`src/source/isa_pkg.sv`:
```
`default_nettype none

package isa_pkg;

  localparam int data_width = 32;
  localparam int reg_address_width = 5;
  localparam int register_count = 32;

  typedef logic [data_width-1:0] instruction_t;
  typedef logic [data_width-1:0] word_t;
  typedef logic [reg_address_width-1:0] reg_address_t;

  // jal writes its return address here
  localparam reg_address_t link_register = 5'd31;

  localparam logic [5:0] op_special = 6'h00;
  localparam logic [5:0] op_j = 6'h02;
  localparam logic [5:0] op_jal = 6'h03;
  localparam logic [5:0] op_beq = 6'h04;
  localparam logic [5:0] op_bne = 6'h05;
  localparam logic [5:0] op_addiu = 6'h09;
  localparam logic [5:0] op_slti = 6'h0a;
  localparam logic [5:0] op_sltiu = 6'h0b;
  localparam logic [5:0] op_andi = 6'h0c;
  localparam logic [5:0] op_ori = 6'h0d;
  localparam logic [5:0] op_xori = 6'h0e;
  localparam logic [5:0] op_lui = 6'h0f;
  localparam logic [5:0] op_lw = 6'h23;
  localparam logic [5:0] op_sw = 6'h2b;

  // function field of special opcode
  localparam logic [5:0] fn_sll = 6'h00;
  localparam logic [5:0] fn_srl = 6'h02;
  localparam logic [5:0] fn_sra = 6'h03;
  localparam logic [5:0] fn_jr = 6'h08;
  localparam logic [5:0] fn_addu = 6'h21;
  localparam logic [5:0] fn_subu = 6'h23;
  localparam logic [5:0] fn_and = 6'h24;
  localparam logic [5:0] fn_or = 6'h25;
  localparam logic [5:0] fn_xor = 6'h26;
  localparam logic [5:0] fn_nor = 6'h27;
  localparam logic [5:0] fn_slt = 6'h2a;
  localparam logic [5:0] fn_sltu = 6'h2b;

  typedef enum logic [3:0] {
    alu_none, alu_add, alu_sub, alu_slt, alu_sltu, alu_and, alu_nor,
    alu_or, alu_xor, alu_sll, alu_srl, alu_sra, alu_lui
  } alu_op_t;

  typedef enum logic [2:0] {
    branch_none, branch_eq, branch_ne, branch_jump, branch_register
  } branch_kind_t;

endpackage

`default_nettype wire

```
`src/source/pipeline_pkg.sv`:
```
`default_nettype none

package pipeline_pkg;

  typedef struct packed {
    logic valid;
    isa_pkg::word_t program_count;
    isa_pkg::instruction_t instruction;
  } fetch_bus_t;

  // data_valid low while the value is still being produced
  typedef struct packed {
    logic valid;
    logic data_valid;
    isa_pkg::reg_address_t write_register;
    isa_pkg::word_t write_data;
  } bypass_bus_t;

  typedef struct packed {
    logic write_enabled;
    isa_pkg::reg_address_t write_address;
    isa_pkg::word_t write_data;
  } reg_write_t;

  typedef struct packed {
    isa_pkg::alu_op_t alu_op;
    isa_pkg::branch_kind_t branch_kind;
    logic source1_is_shift_amount;
    logic source1_is_program_count;
    logic source2_is_immediate;
    logic source2_is_unsigned;
    // jal adds 8 to the program count
    logic source2_is_8;
    logic memory_write;
    logic is_load;
    logic register_write;
    isa_pkg::reg_address_t write_register;
    logic uses_rs;
    logic uses_rt;
  } decode_control_t;

  typedef struct packed {
    logic valid;
    isa_pkg::word_t program_count;
    isa_pkg::word_t rs_value;
    isa_pkg::word_t rt_value;
    logic [15:0] immediate;
    logic [4:0] shift_amount;
    decode_control_t control;
  } decode_bus_t;

  typedef struct packed {
    logic taken;
    isa_pkg::word_t target;
  } branch_bus_t;

endpackage

`default_nettype wire

```
`src/source/branch_resolver.sv`:
```
`timescale 1ns/10ps
`default_nettype none

module branch_resolver (
  input  isa_pkg::branch_kind_t     branch_kind,
  input  isa_pkg::instruction_t     instruction,
  input  isa_pkg::word_t            program_count,
  input  isa_pkg::word_t            rs_value,
  input  isa_pkg::word_t            rt_value,
  input  logic                      valid,
  output pipeline_pkg::branch_bus_t branch_bus
);
  import isa_pkg::*;

  word_t next_sequential;
  word_t branch_offset;
  word_t jump_target;
  word_t target;
  logic operands_equal;
  logic condition;

  assign next_sequential = program_count + 32'd4;
  assign branch_offset = {{14{instruction[15]}}, instruction[15:0], 2'b00};
  // region of the delay slot
  assign jump_target = {next_sequential[31:28], instruction[25:0], 2'b00};
  assign operands_equal = rs_value == rt_value;

  always_comb begin
    case (branch_kind)
      branch_eq: begin
        condition = operands_equal;
        target = next_sequential + branch_offset;
      end
      branch_ne: begin
        condition = !operands_equal;
        target = next_sequential + branch_offset;
      end
      branch_jump: begin
        condition = 1'b1;
        target = jump_target;
      end
      branch_register: begin
        condition = 1'b1;
        target = rs_value;
      end
      default: begin
        condition = 1'b0;
        target = next_sequential;
      end
    endcase
  end

  assign branch_bus = '{taken: condition && valid, target: target};

endmodule

`default_nettype wire

```
`src/source/decode_stage.sv`:
```
`timescale 1ns/10ps
`default_nettype none

module decode_stage (
  input  logic                      clock,
  input  logic                      reset,
  input  pipeline_pkg::fetch_bus_t  fetch_bus,
  output logic                      allow_in,
  input  logic                      exec_allow_in,
  input  pipeline_pkg::bypass_bus_t exec_bypass,
  input  pipeline_pkg::bypass_bus_t memory_bypass,
  input  pipeline_pkg::bypass_bus_t writeback_bypass,
  input  pipeline_pkg::reg_write_t  reg_write,
  output pipeline_pkg::decode_bus_t decode_bus,
  output pipeline_pkg::branch_bus_t branch_bus
);
  import isa_pkg::*;
  import pipeline_pkg::*;

  fetch_bus_t held;
  logic out_valid;
  decode_control_t control;
  reg_address_t rs;
  reg_address_t rt;
  word_t rs_file_value;
  word_t rt_file_value;
  word_t rs_value;
  word_t rt_value;

  assign rs = held.instruction[25:21];
  assign rt = held.instruction[20:16];

  stage_control stage_control_i (
    .clock(clock),
    .reset(reset),
    .fetch_bus(fetch_bus),
    .allow_in(allow_in),
    .exec_allow_in(exec_allow_in),
    .control(control),
    .rs(rs),
    .rt(rt),
    .exec_bypass(exec_bypass),
    .memory_bypass(memory_bypass),
    .held(held),
    .out_valid(out_valid)
  );

  instruction_decoder instruction_decoder_i (
    .instruction(held.instruction),
    .control(control)
  );

  register_file register_file_i (
    .clock(clock),
    .read_address_1(rs),
    .read_address_2(rt),
    .read_data_1(rs_file_value),
    .read_data_2(rt_file_value),
    .write(reg_write)
  );

  operand_bypass rs_bypass_i (
    .source(rs),
    .file_value(rs_file_value),
    .exec_bypass(exec_bypass),
    .memory_bypass(memory_bypass),
    .writeback_bypass(writeback_bypass),
    .value(rs_value)
  );

  operand_bypass rt_bypass_i (
    .source(rt),
    .file_value(rt_file_value),
    .exec_bypass(exec_bypass),
    .memory_bypass(memory_bypass),
    .writeback_bypass(writeback_bypass),
    .value(rt_value)
  );

  branch_resolver branch_resolver_i (
    .branch_kind(control.branch_kind),
    .instruction(held.instruction),
    .program_count(held.program_count),
    .rs_value(rs_value),
    .rt_value(rt_value),
    .valid(out_valid),
    .branch_bus(branch_bus)
  );

  assign decode_bus = '{
    valid: out_valid,
    program_count: held.program_count,
    rs_value: rs_value,
    rt_value: rt_value,
    immediate: held.instruction[15:0],
    shift_amount: held.instruction[10:6],
    control: control
  };

endmodule

`default_nettype wire

```
`src/source/instruction_decoder.sv`:
```
`timescale 1ns/10ps
`default_nettype none

module instruction_decoder (
  input  isa_pkg::instruction_t         instruction,
  output pipeline_pkg::decode_control_t control
);
  import isa_pkg::*;

  logic [5:0] opcode;
  reg_address_t rs;
  reg_address_t rt;
  reg_address_t rd;
  logic [4:0] shift_amount;
  logic [5:0] function_code;
  logic special;
  logic register_alu;
  logic shift_immediate;
  logic is_jr;
  logic is_lui;
  logic immediate_alu;

  assign opcode = instruction[31:26];
  assign rs = instruction[25:21];
  assign rt = instruction[20:16];
  assign rd = instruction[15:11];
  assign shift_amount = instruction[10:6];
  assign function_code = instruction[5:0];

  assign special = opcode == op_special;
  // three-register forms require a zero shift amount
  assign register_alu = special && shift_amount == 5'd0 && function_code inside
    {fn_addu, fn_subu, fn_and, fn_or, fn_xor, fn_nor, fn_slt, fn_sltu};
  assign shift_immediate = special && rs == 5'd0 &&
    function_code inside {fn_sll, fn_srl, fn_sra};
  assign is_jr = special && function_code == fn_jr && rt == 5'd0 && rd == 5'd0 &&
    shift_amount == 5'd0;
  assign is_lui = opcode == op_lui && rs == 5'd0;
  assign immediate_alu = opcode inside {op_addiu, op_slti, op_sltiu, op_andi, op_ori, op_xori};

  always_comb begin
    control = '0;
    control.alu_op = alu_none;
    control.branch_kind = branch_none;
    if (register_alu || shift_immediate) begin
      control.register_write = 1'b1;
      control.write_register = rd;
      control.uses_rs = register_alu;
      control.uses_rt = 1'b1;
      control.source1_is_shift_amount = shift_immediate;
      case (function_code)
        fn_addu: control.alu_op = alu_add;
        fn_subu: control.alu_op = alu_sub;
        fn_and: control.alu_op = alu_and;
        fn_or: control.alu_op = alu_or;
        fn_xor: control.alu_op = alu_xor;
        fn_nor: control.alu_op = alu_nor;
        fn_slt: control.alu_op = alu_slt;
        fn_sltu: control.alu_op = alu_sltu;
        fn_sll: control.alu_op = alu_sll;
        fn_srl: control.alu_op = alu_srl;
        default: control.alu_op = alu_sra;
      endcase
    end else if (is_jr) begin
      control.branch_kind = branch_register;
      control.uses_rs = 1'b1;
    end else if (immediate_alu || is_lui || opcode == op_lw) begin
      control.register_write = 1'b1;
      control.write_register = rt;
      control.source2_is_immediate = 1'b1;
      control.uses_rs = !is_lui;
      control.is_load = opcode == op_lw;
      control.source2_is_unsigned = opcode inside {op_andi, op_ori, op_xori};
      case (opcode)
        op_slti: control.alu_op = alu_slt;
        op_sltiu: control.alu_op = alu_sltu;
        op_andi: control.alu_op = alu_and;
        op_ori: control.alu_op = alu_or;
        op_xori: control.alu_op = alu_xor;
        op_lui: control.alu_op = alu_lui;
        // addiu and lw both add
        default: control.alu_op = alu_add;
      endcase
    end else begin
      case (opcode)
        op_sw: begin
          control.alu_op = alu_add;
          control.source2_is_immediate = 1'b1;
          control.memory_write = 1'b1;
          control.uses_rs = 1'b1;
          control.uses_rt = 1'b1;
        end
        op_beq, op_bne: begin
          control.branch_kind = (opcode == op_beq) ? branch_eq : branch_ne;
          control.uses_rs = 1'b1;
          control.uses_rt = 1'b1;
        end
        op_j: control.branch_kind = branch_jump;
        op_jal: begin
          // link value is pc + 8, computed in execute
          control.branch_kind = branch_jump;
          control.alu_op = alu_add;
          control.source1_is_program_count = 1'b1;
          control.source2_is_8 = 1'b1;
          control.register_write = 1'b1;
          control.write_register = link_register;
        end
        default: ;
      endcase
    end
  end

endmodule

`default_nettype wire

```
`src/source/operand_bypass.sv`:
```
`timescale 1ns/10ps
`default_nettype none

module operand_bypass (
  input  isa_pkg::reg_address_t     source,
  input  isa_pkg::word_t            file_value,
  input  pipeline_pkg::bypass_bus_t exec_bypass,
  input  pipeline_pkg::bypass_bus_t memory_bypass,
  input  pipeline_pkg::bypass_bus_t writeback_bypass,
  output isa_pkg::word_t            value
);
  import isa_pkg::*;
  import pipeline_pkg::*;

  function automatic logic forwards(input bypass_bus_t entry, input reg_address_t address);
    return entry.valid && entry.data_valid && entry.write_register == address;
  endfunction

  // youngest producer wins
  always_comb begin
    if (source == '0) begin
      value = '0;
    end else if (forwards(exec_bypass, source)) begin
      value = exec_bypass.write_data;
    end else if (forwards(memory_bypass, source)) begin
      value = memory_bypass.write_data;
    end else if (forwards(writeback_bypass, source)) begin
      value = writeback_bypass.write_data;
    end else begin
      value = file_value;
    end
  end

endmodule

`default_nettype wire

```
`src/source/register_file.sv`:
```
`timescale 1ns/10ps
`default_nettype none

module register_file (
  input  logic                     clock,
  input  isa_pkg::reg_address_t    read_address_1,
  input  isa_pkg::reg_address_t    read_address_2,
  output isa_pkg::word_t           read_data_1,
  output isa_pkg::word_t           read_data_2,
  input  pipeline_pkg::reg_write_t write
);
  import isa_pkg::*;

  word_t registers [register_count];

  // register 0 is never written
  always_ff @(posedge clock) begin
    if (write.write_enabled && write.write_address != '0) begin
      registers[write.write_address] <= write.write_data;
    end
  end

  assign read_data_1 = (read_address_1 == '0) ? '0 : registers[read_address_1];
  assign read_data_2 = (read_address_2 == '0) ? '0 : registers[read_address_2];

endmodule

`default_nettype wire

```
`src/source/stage_control.sv`:
```
`timescale 1ns/10ps
`default_nettype none

module stage_control (
  input  logic                          clock,
  input  logic                          reset,
  input  pipeline_pkg::fetch_bus_t      fetch_bus,
  output logic                          allow_in,
  input  logic                          exec_allow_in,
  input  pipeline_pkg::decode_control_t control,
  input  isa_pkg::reg_address_t         rs,
  input  isa_pkg::reg_address_t         rt,
  input  pipeline_pkg::bypass_bus_t     exec_bypass,
  input  pipeline_pkg::bypass_bus_t     memory_bypass,
  output pipeline_pkg::fetch_bus_t      held,
  output logic                          out_valid
);
  import isa_pkg::*;
  import pipeline_pkg::*;

  logic stage_valid;
  word_t held_program_count;
  instruction_t held_instruction;
  logic branch_compares;
  logic load_use_stall;
  logic branch_stall;
  logic ready;

  // entry will write a source that this instruction reads
  function automatic logic targets_source(
    input bypass_bus_t entry,
    input reg_address_t rs_address,
    input reg_address_t rt_address,
    input logic rs_used,
    input logic rt_used
  );
    logic rs_hit;
    logic rt_hit;
    rs_hit = rs_used && entry.write_register == rs_address;
    rt_hit = rt_used && entry.write_register == rt_address;
    return entry.valid && entry.write_register != '0 && (rs_hit || rt_hit);
  endfunction

  assign branch_compares = control.branch_kind inside {branch_eq, branch_ne, branch_register};

  assign load_use_stall =
    (!exec_bypass.data_valid &&
      targets_source(exec_bypass, rs, rt, control.uses_rs, control.uses_rt)) ||
    (!memory_bypass.data_valid &&
      targets_source(memory_bypass, rs, rt, control.uses_rs, control.uses_rt));

  // branches compare in decode, so anything still in execute is too late
  assign branch_stall = branch_compares &&
    targets_source(exec_bypass, rs, rt, control.uses_rs, control.uses_rt);

  assign ready = !(load_use_stall || branch_stall);
  assign allow_in = !stage_valid || (ready && exec_allow_in);
  assign out_valid = stage_valid && ready;

  always_ff @(posedge clock) begin
    if (reset) begin
      stage_valid <= 1'b0;
    end else if (allow_in) begin
      stage_valid <= fetch_bus.valid;
    end
  end

  always_ff @(posedge clock) begin
    if (fetch_bus.valid && allow_in) begin
      held_program_count <= fetch_bus.program_count;
      held_instruction <= fetch_bus.instruction;
    end
  end

  assign held = '{
    valid: stage_valid,
    program_count: held_program_count,
    instruction: held_instruction
  };

endmodule

`default_nettype wire
```
`config.mk`:
```
export PLATFORM = sky130hd
export DESIGN_NAME = decode_stage
export DESIGN_NICKNAME = d
export VERILOG_FILES = /design/src/source/isa_pkg.sv /design/src/source/pipeline_pkg.sv /design/src/source/branch_resolver.sv /design/src/source/decode_stage.sv /design/src/source/instruction_decoder.sv /design/src/source/operand_bypass.sv /design/src/source/register_file.sv /design/src/source/stage_control.sv
export SDC_FILE = /design/constraint.sdc
export NUM_CORES = 2
export LEC_CHECK = 0
export BUFFER_PORTS_ARGS = -buffer_cell sky130_fd_sc_hd__buf_2
export CORE_MARGIN = 5
export CORE_UTILIZATION = 60
export DETAILED_ROUTE_END_ITERATION = 7
export HOLD_SLACK_MARGIN = 0.15
export PLACE_DENSITY = 0.79
export RECOVER_POWER = 25
export SLEW_MARGIN = 10
export SYNTH_ARGS = -nofsm -noshare
export SYNTH_HDL_FRONTEND = slang
export SYNTH_SLANG_ARGS = --single-unit
```
`constraint.sdc`:
```
create_clock -name clock -period 12.3 [get_ports clock]
set_clock_uncertainty 0.15 [all_clocks]
set_input_delay 2.46 -clock clock [delete_from_list [all_inputs] [get_ports clock]]
set_output_delay 2.46 -clock clock [all_outputs]
set_load 0.01 [all_outputs]
```
* Yosys cells after proc, flatten, opt, wreduce, memory -nomap -nowiden
Memory sizes are Yosys's and may differ from the RTL's. A register that Yosys moved wholly into a read port is not among the register bits.
Cells that the tools add are included.
** Word-level totals
- Output and inout bits :: 174
- Word-level logic and storage cells :: 151
- RAM bits :: 1024
- Memories kept :: 1
- Register bits after elaboration :: 65
- Input port bits :: 223
** Memory list
- register_file_i.registers :: words 32, width 32, rd ports 2, clocked after Yosys merged registers in 2, write ports 1, line register_file.sv:14 : word_t registers [register_count];
** Cells by class
- Reduce and logical (&&, ||, !) cells :: 68
- Eq/ne operators :: 35
- Add/sub/neg operators :: 2
- Muxes and demuxes :: 42
** Operators with widths (count)
- $mux 32 :: 8
- $pmux 32 s3 :: 1
- $eq 6x6->1 const B :: 10
- $eq 6x4->1 const B :: 8
- $pmux 4 s10 :: 1
- $logic_and 1x1->1 :: 34
- $add 32x3->32 const B :: 1
- $add 32x32->32 :: 1
- $eq 32x32->1 :: 1
- $eq 5x5->1 :: 6
- $eq 6x2->1 const B :: 4
- $pmux 4 s6 :: 1
- $logic_not 5->1 :: 4
- $reduce_bool 5->1 :: 3
- $mux 1 :: 13
- $eq 6x3->1 const B :: 2
- $logic_not 6->1 :: 2
- $mux 12 :: 1
- $mux 4 :: 3
- $mux 6 :: 2
- $mux 5 :: 2
- $reduce_or 2->1 :: 5
- $mux 3 :: 3
- $reduce_bool 3->1 :: 3
- 13 further kinds :: 28

* Longest topological paths before layout
- Depth after elaboration :: 18
- Depth in mapped cells :: 18
- Mapped depth without buffers :: 17

* Cells and area by module
From an unflattened synthesis, not the netlist that was laid out.
** Second synthesis, totals
- Cells, all modules :: 3703
- Area, all modules :: 57108.5 sq um
** Modules (own cells, without submodules)
- register_file :: instances 1, sequential area each 30749.5 sq um, cells each 2564, area each 47929.7 sq um
- branch_resolver :: instances 1, sequential area each 0.0 sq um, cells each 561, area each 3662.3 sq um
- operand_bypass :: instances 2, sequential area each 0.0 sq um, cells each 178, area each 1239.9 sq um
- stage_control :: instances 1, sequential area each 1941.9 sq um, cells each 115, area each 2302.2 sq um
- instruction_decoder :: instances 1, sequential area each 0.0 sq um, cells each 101, area each 689.4 sq um
- decode_stage :: instances 1, sequential area each 0.0 sq um, cells each 6, area each 45.0 sq um

* Least setup slack after synthesis
No wires, ideal clock.
- Path type :: in2out
- From :: input port writeback_bypass[36] (netlist name)
- To :: output port branch_bus[32] (netlist name)
- Path buffers :: 1
- Setup slack :: 3856 ps
- Data required time :: 9690 ps
- Cell stages on the path :: 12
- Data arrival time :: 5834 ps
- Cells stage by stage :: xor2_1 nor4_1 and3b_1 buf_2 nor3_2 a2111oi_0 xor2_1 a211oi_1 nand4_1 or4_1 or3_1 nand3_1
** RTL lines
- from (decl) :: line decode_stage.sv:12 : input pipeline_pkg::bypass_bus_t writeback_bypass,
- to (decl) :: line decode_stage.sv:15 : output pipeline_pkg::branch_bus_t branch_bus

==> reports/results.tsv <==
metric	value	unit
outcome	finished clean	
hp-class	reg2reg	
tightest_slew	1392	ps
clock_latency	710	ps
ys_ff_latch	1099	
vias	39630	
hold_violations	0	
cts-buffers-inserted	107	
antenna_found_initial	29	
dieArea	99740	um^2
grt_max_degree	129	
first_pass_iters	7	
fin_crit_sh	0.8312	
gr-total-overflow	0	
io_pins	397	
final_nets	4055	
rr_endpoint	stage_control_i.held_instruction[26]$_DFFE_PP_	
async_flop_share	0	
layout_common_cells	edfxtp_1, mux4_2, buf_2, mux2i_1, nand2_1	
p_leak	21.32	nW
maxSlewViolCount	0	
fmax	97.81	MHz
synth_top_area_cell	edfxtp_1	
cp.arrival	7610	ps
die_y	315.8	um
crit_buf_inv	2	
drt_iter0_drc	6854	
final.setup.tns	0	ps
grt_pass1_wl	292.1	mm
crit_start	exec_bypass[35]	
die_x	315.8	um
postSynthAreaPerCell	16.42	um^2
netlist.area_leader.share	0.5823	
synth_edf_count	1088	
rrSetupSlack	6960	ps
grtUsageMet2	0.6364	
fillers	6225	
busiest_layer	met2	
global_route.usage.met1	0.4952	
path_max_fanout	24	
dp.cells	4946	
yosysUniqueCellTypes	98	
cts_sinks	1099	
grt_pass1_vias	39020	
crit_path_cell_trace	buf_2 > xor2_1 > nor3_2 > nand2_1 > nand2_1 > o221ai_1 > nor3_1 > xnor2_1 > nand4_1 > or4_1 > or3_1 > nand3_1 > buf_2	
drive_above_1_share	0.3041	
cts_tree	done	
final_cells	5160	
gp_congestion	0.9963	
whs	416.4	ps
power-per-cell-area	144.7	nW/um^2
worstPathRequired	9690	ps
fin_crit	10220	ps
crit-reg2reg-launch	stage_control_i.held_instruction[22]$_DFFE_PP_	
ctsHoldBuffers	0	
netlist_top_cells_area	edfxtp_1, mux4_2, mux2i_1, mux4_1, xnor2_1	
cp_top_family	simple AND/OR/NAND/NOR gates	
post_cts_resized	0	
worstSetupPathDepth	13	
cts_buffer_depth	3	
rr_worst_depth	12	
synthCells	3417	
mostFrequentLayoutCell	edfxtp_1	
detail-route-antenna-nets	0	
syn_to_final_growth	11.65	%
syn_area	56110	um^2
timing.final.ws_setup	2076	ps
detailed_place_hpwl	132.4	mm
numPortBuffers	396	
drcViolationCount	0	
startpoint_type	input port	
grt_use_met3	0.1564	
hold_path_startpoint	stage_control_i.stage_valid$_SDFFE_PP0P_	
wire_per_inst	41.25	um
peakVddDrop	128.3	uV
clockRootBuffer	clkbuf_16	
path_class	in2out	
track_usage	0.4213	
vias_per_cell	7.680	
maxSlewHeadroom	0.06317	
start_util	0.6030	
yosys_warnings	0	
hold_depth	2	
core_area	93050	um^2
yosysSeqAreaShare	0.5862	
wl	212.9	mm
cap_violations	0	
dominantRegCellSynth	edfxtp_1	
worstSetupEndpointType	primary output	
cts_setup_buffers	0	
clk_pin_slew	60	ps
dp_slack	2191	ps
htree_levels	3	
critPathMaxStageDelay	890	ps
finalSetupViolCount	0	
crit_end	branch_bus[32]	
rsz0062_at_grt	false	
slowest_stage	nand2_1	
rows	112	
final cells by class:
type                            instances  area [um^2]  area share
Sequential cell                      1099        32910      0.5254
Multi-Input combinational cell       2024        21610      0.3450
Timing Repair Buffer                  512         2875     0.04590
Clock buffer                          130         2870     0.04582
Tap cell                             1254         1569     0.02505
Clock inverter                         65        543.0    0.008668
Inverter                               57        214.0    0.003415
Antenna cell                           19        47.55   0.0007590
per-layer routing:
layer	vias up	routed length [um]
met4	16	20370
met3	998	33010
met2	3977	95280
met1	19590	64100
met5	-	102
li1	15050	-
how the worst min path moves through the flow:
stage / endpoint / slack [ps]
6_report: stage_control_i.stage_valid$_SDFFE_PP0P_ / 420
3_5_place_dp: stage_control_i.stage_valid$_SDFFE_PP0P_ / 420
2_1_floorplan: stage_control_i.stage_valid$_SDFFE_PP0P_ / 380
4_1_cts: stage_control_i.stage_valid$_SDFFE_PP0P_ / 430
5_1_grt: stage_control_i.stage_valid$_SDFFE_PP0P_ / 450
3_3_place_gp: stage_control_i.stage_valid$_SDFFE_PP0P_ / 420
power by group:
part | internal [mW] | switching, mW | total (mW)
Sequential | 4.19 | 0.0862 | 4.28
Clock | 1.82 | 1.41 | 3.24
Combinational | 0.587 | 0.968 | 1.56
Total | 6.60 | 2.47 | 9.07
per-stage QoR:
stage | area (um^2) | power (mW) | util
CTS | 62630 | 9.016 | 0.6731
floorplan | 56230 | 5.232 | -
global route | 62620 | 9.290 | 0.6730
global placement | 59220 | 5.825 | 0.6364
detailed placement | 59220 | 5.835 | 0.6364
finish | 62650 | 9.067 | 0.6733
logic make-up (layout without fill, tap and decap cells):
group,after synthesis,count (layout),synth area share
other,1,51,0.00006683
buffers and inverters,325,764,0.03516
AO/OA/AOI/OAI,555,555,0.07162
adder cells (fa/ha/maj),31,31,0.007046
multiplexers,675,675,0.2277
flip-flops,1099,1099,0.5862
AND/OR/NAND/NOR,626,626,0.05579
XOR/XNOR,105,105,0.01639
synth_stat cells (15+ instances only):
library cell	number
a32oi_1	18
mux4_2	433
ha_1	30
edfxtp_1	1088
clkbuf_1	76
buf_2	68
nand2b_1	18
buf_4	66
nand4_1	26
o21ai_0	67
nand3_1	77
o211ai_1	24
o21a_1	16
o22ai_1	53
a21oi_1	79
nor3_1	72
mux4_1	33
xor2_1	35
a31oi_1	15
xnor2_1	70
a221oi_1	23
and3_1	18
and2_1	16
buf_6	32
a21o_1	19
mux2_2	30
mux2i_1	177
nor2_1	129
nand2_1	161
a22o_1	16
o221ai_1	27
a22oi_1	75
nor4_1	27
inv_1	53
flip-flops by register name, summed over array words and instances, names as in the netlist, named ones only:
| signal | flops |
|---|---|
| stage_control_i.held_program_count | 32 |
| stage_control_i.stage_valid | 1 |
| stage_control_i.held_instruction | 32 |
| register_file_i.registers | 1024 |
tightest hold or removal path: cells and delay by family (launching register included):
kind / cells / cell delay (ps)
compound gates: 1 / 100
simple gates: 1 / 110
flops: 1 / 310
No activity file was read; power rests on OpenSTA's default activity.
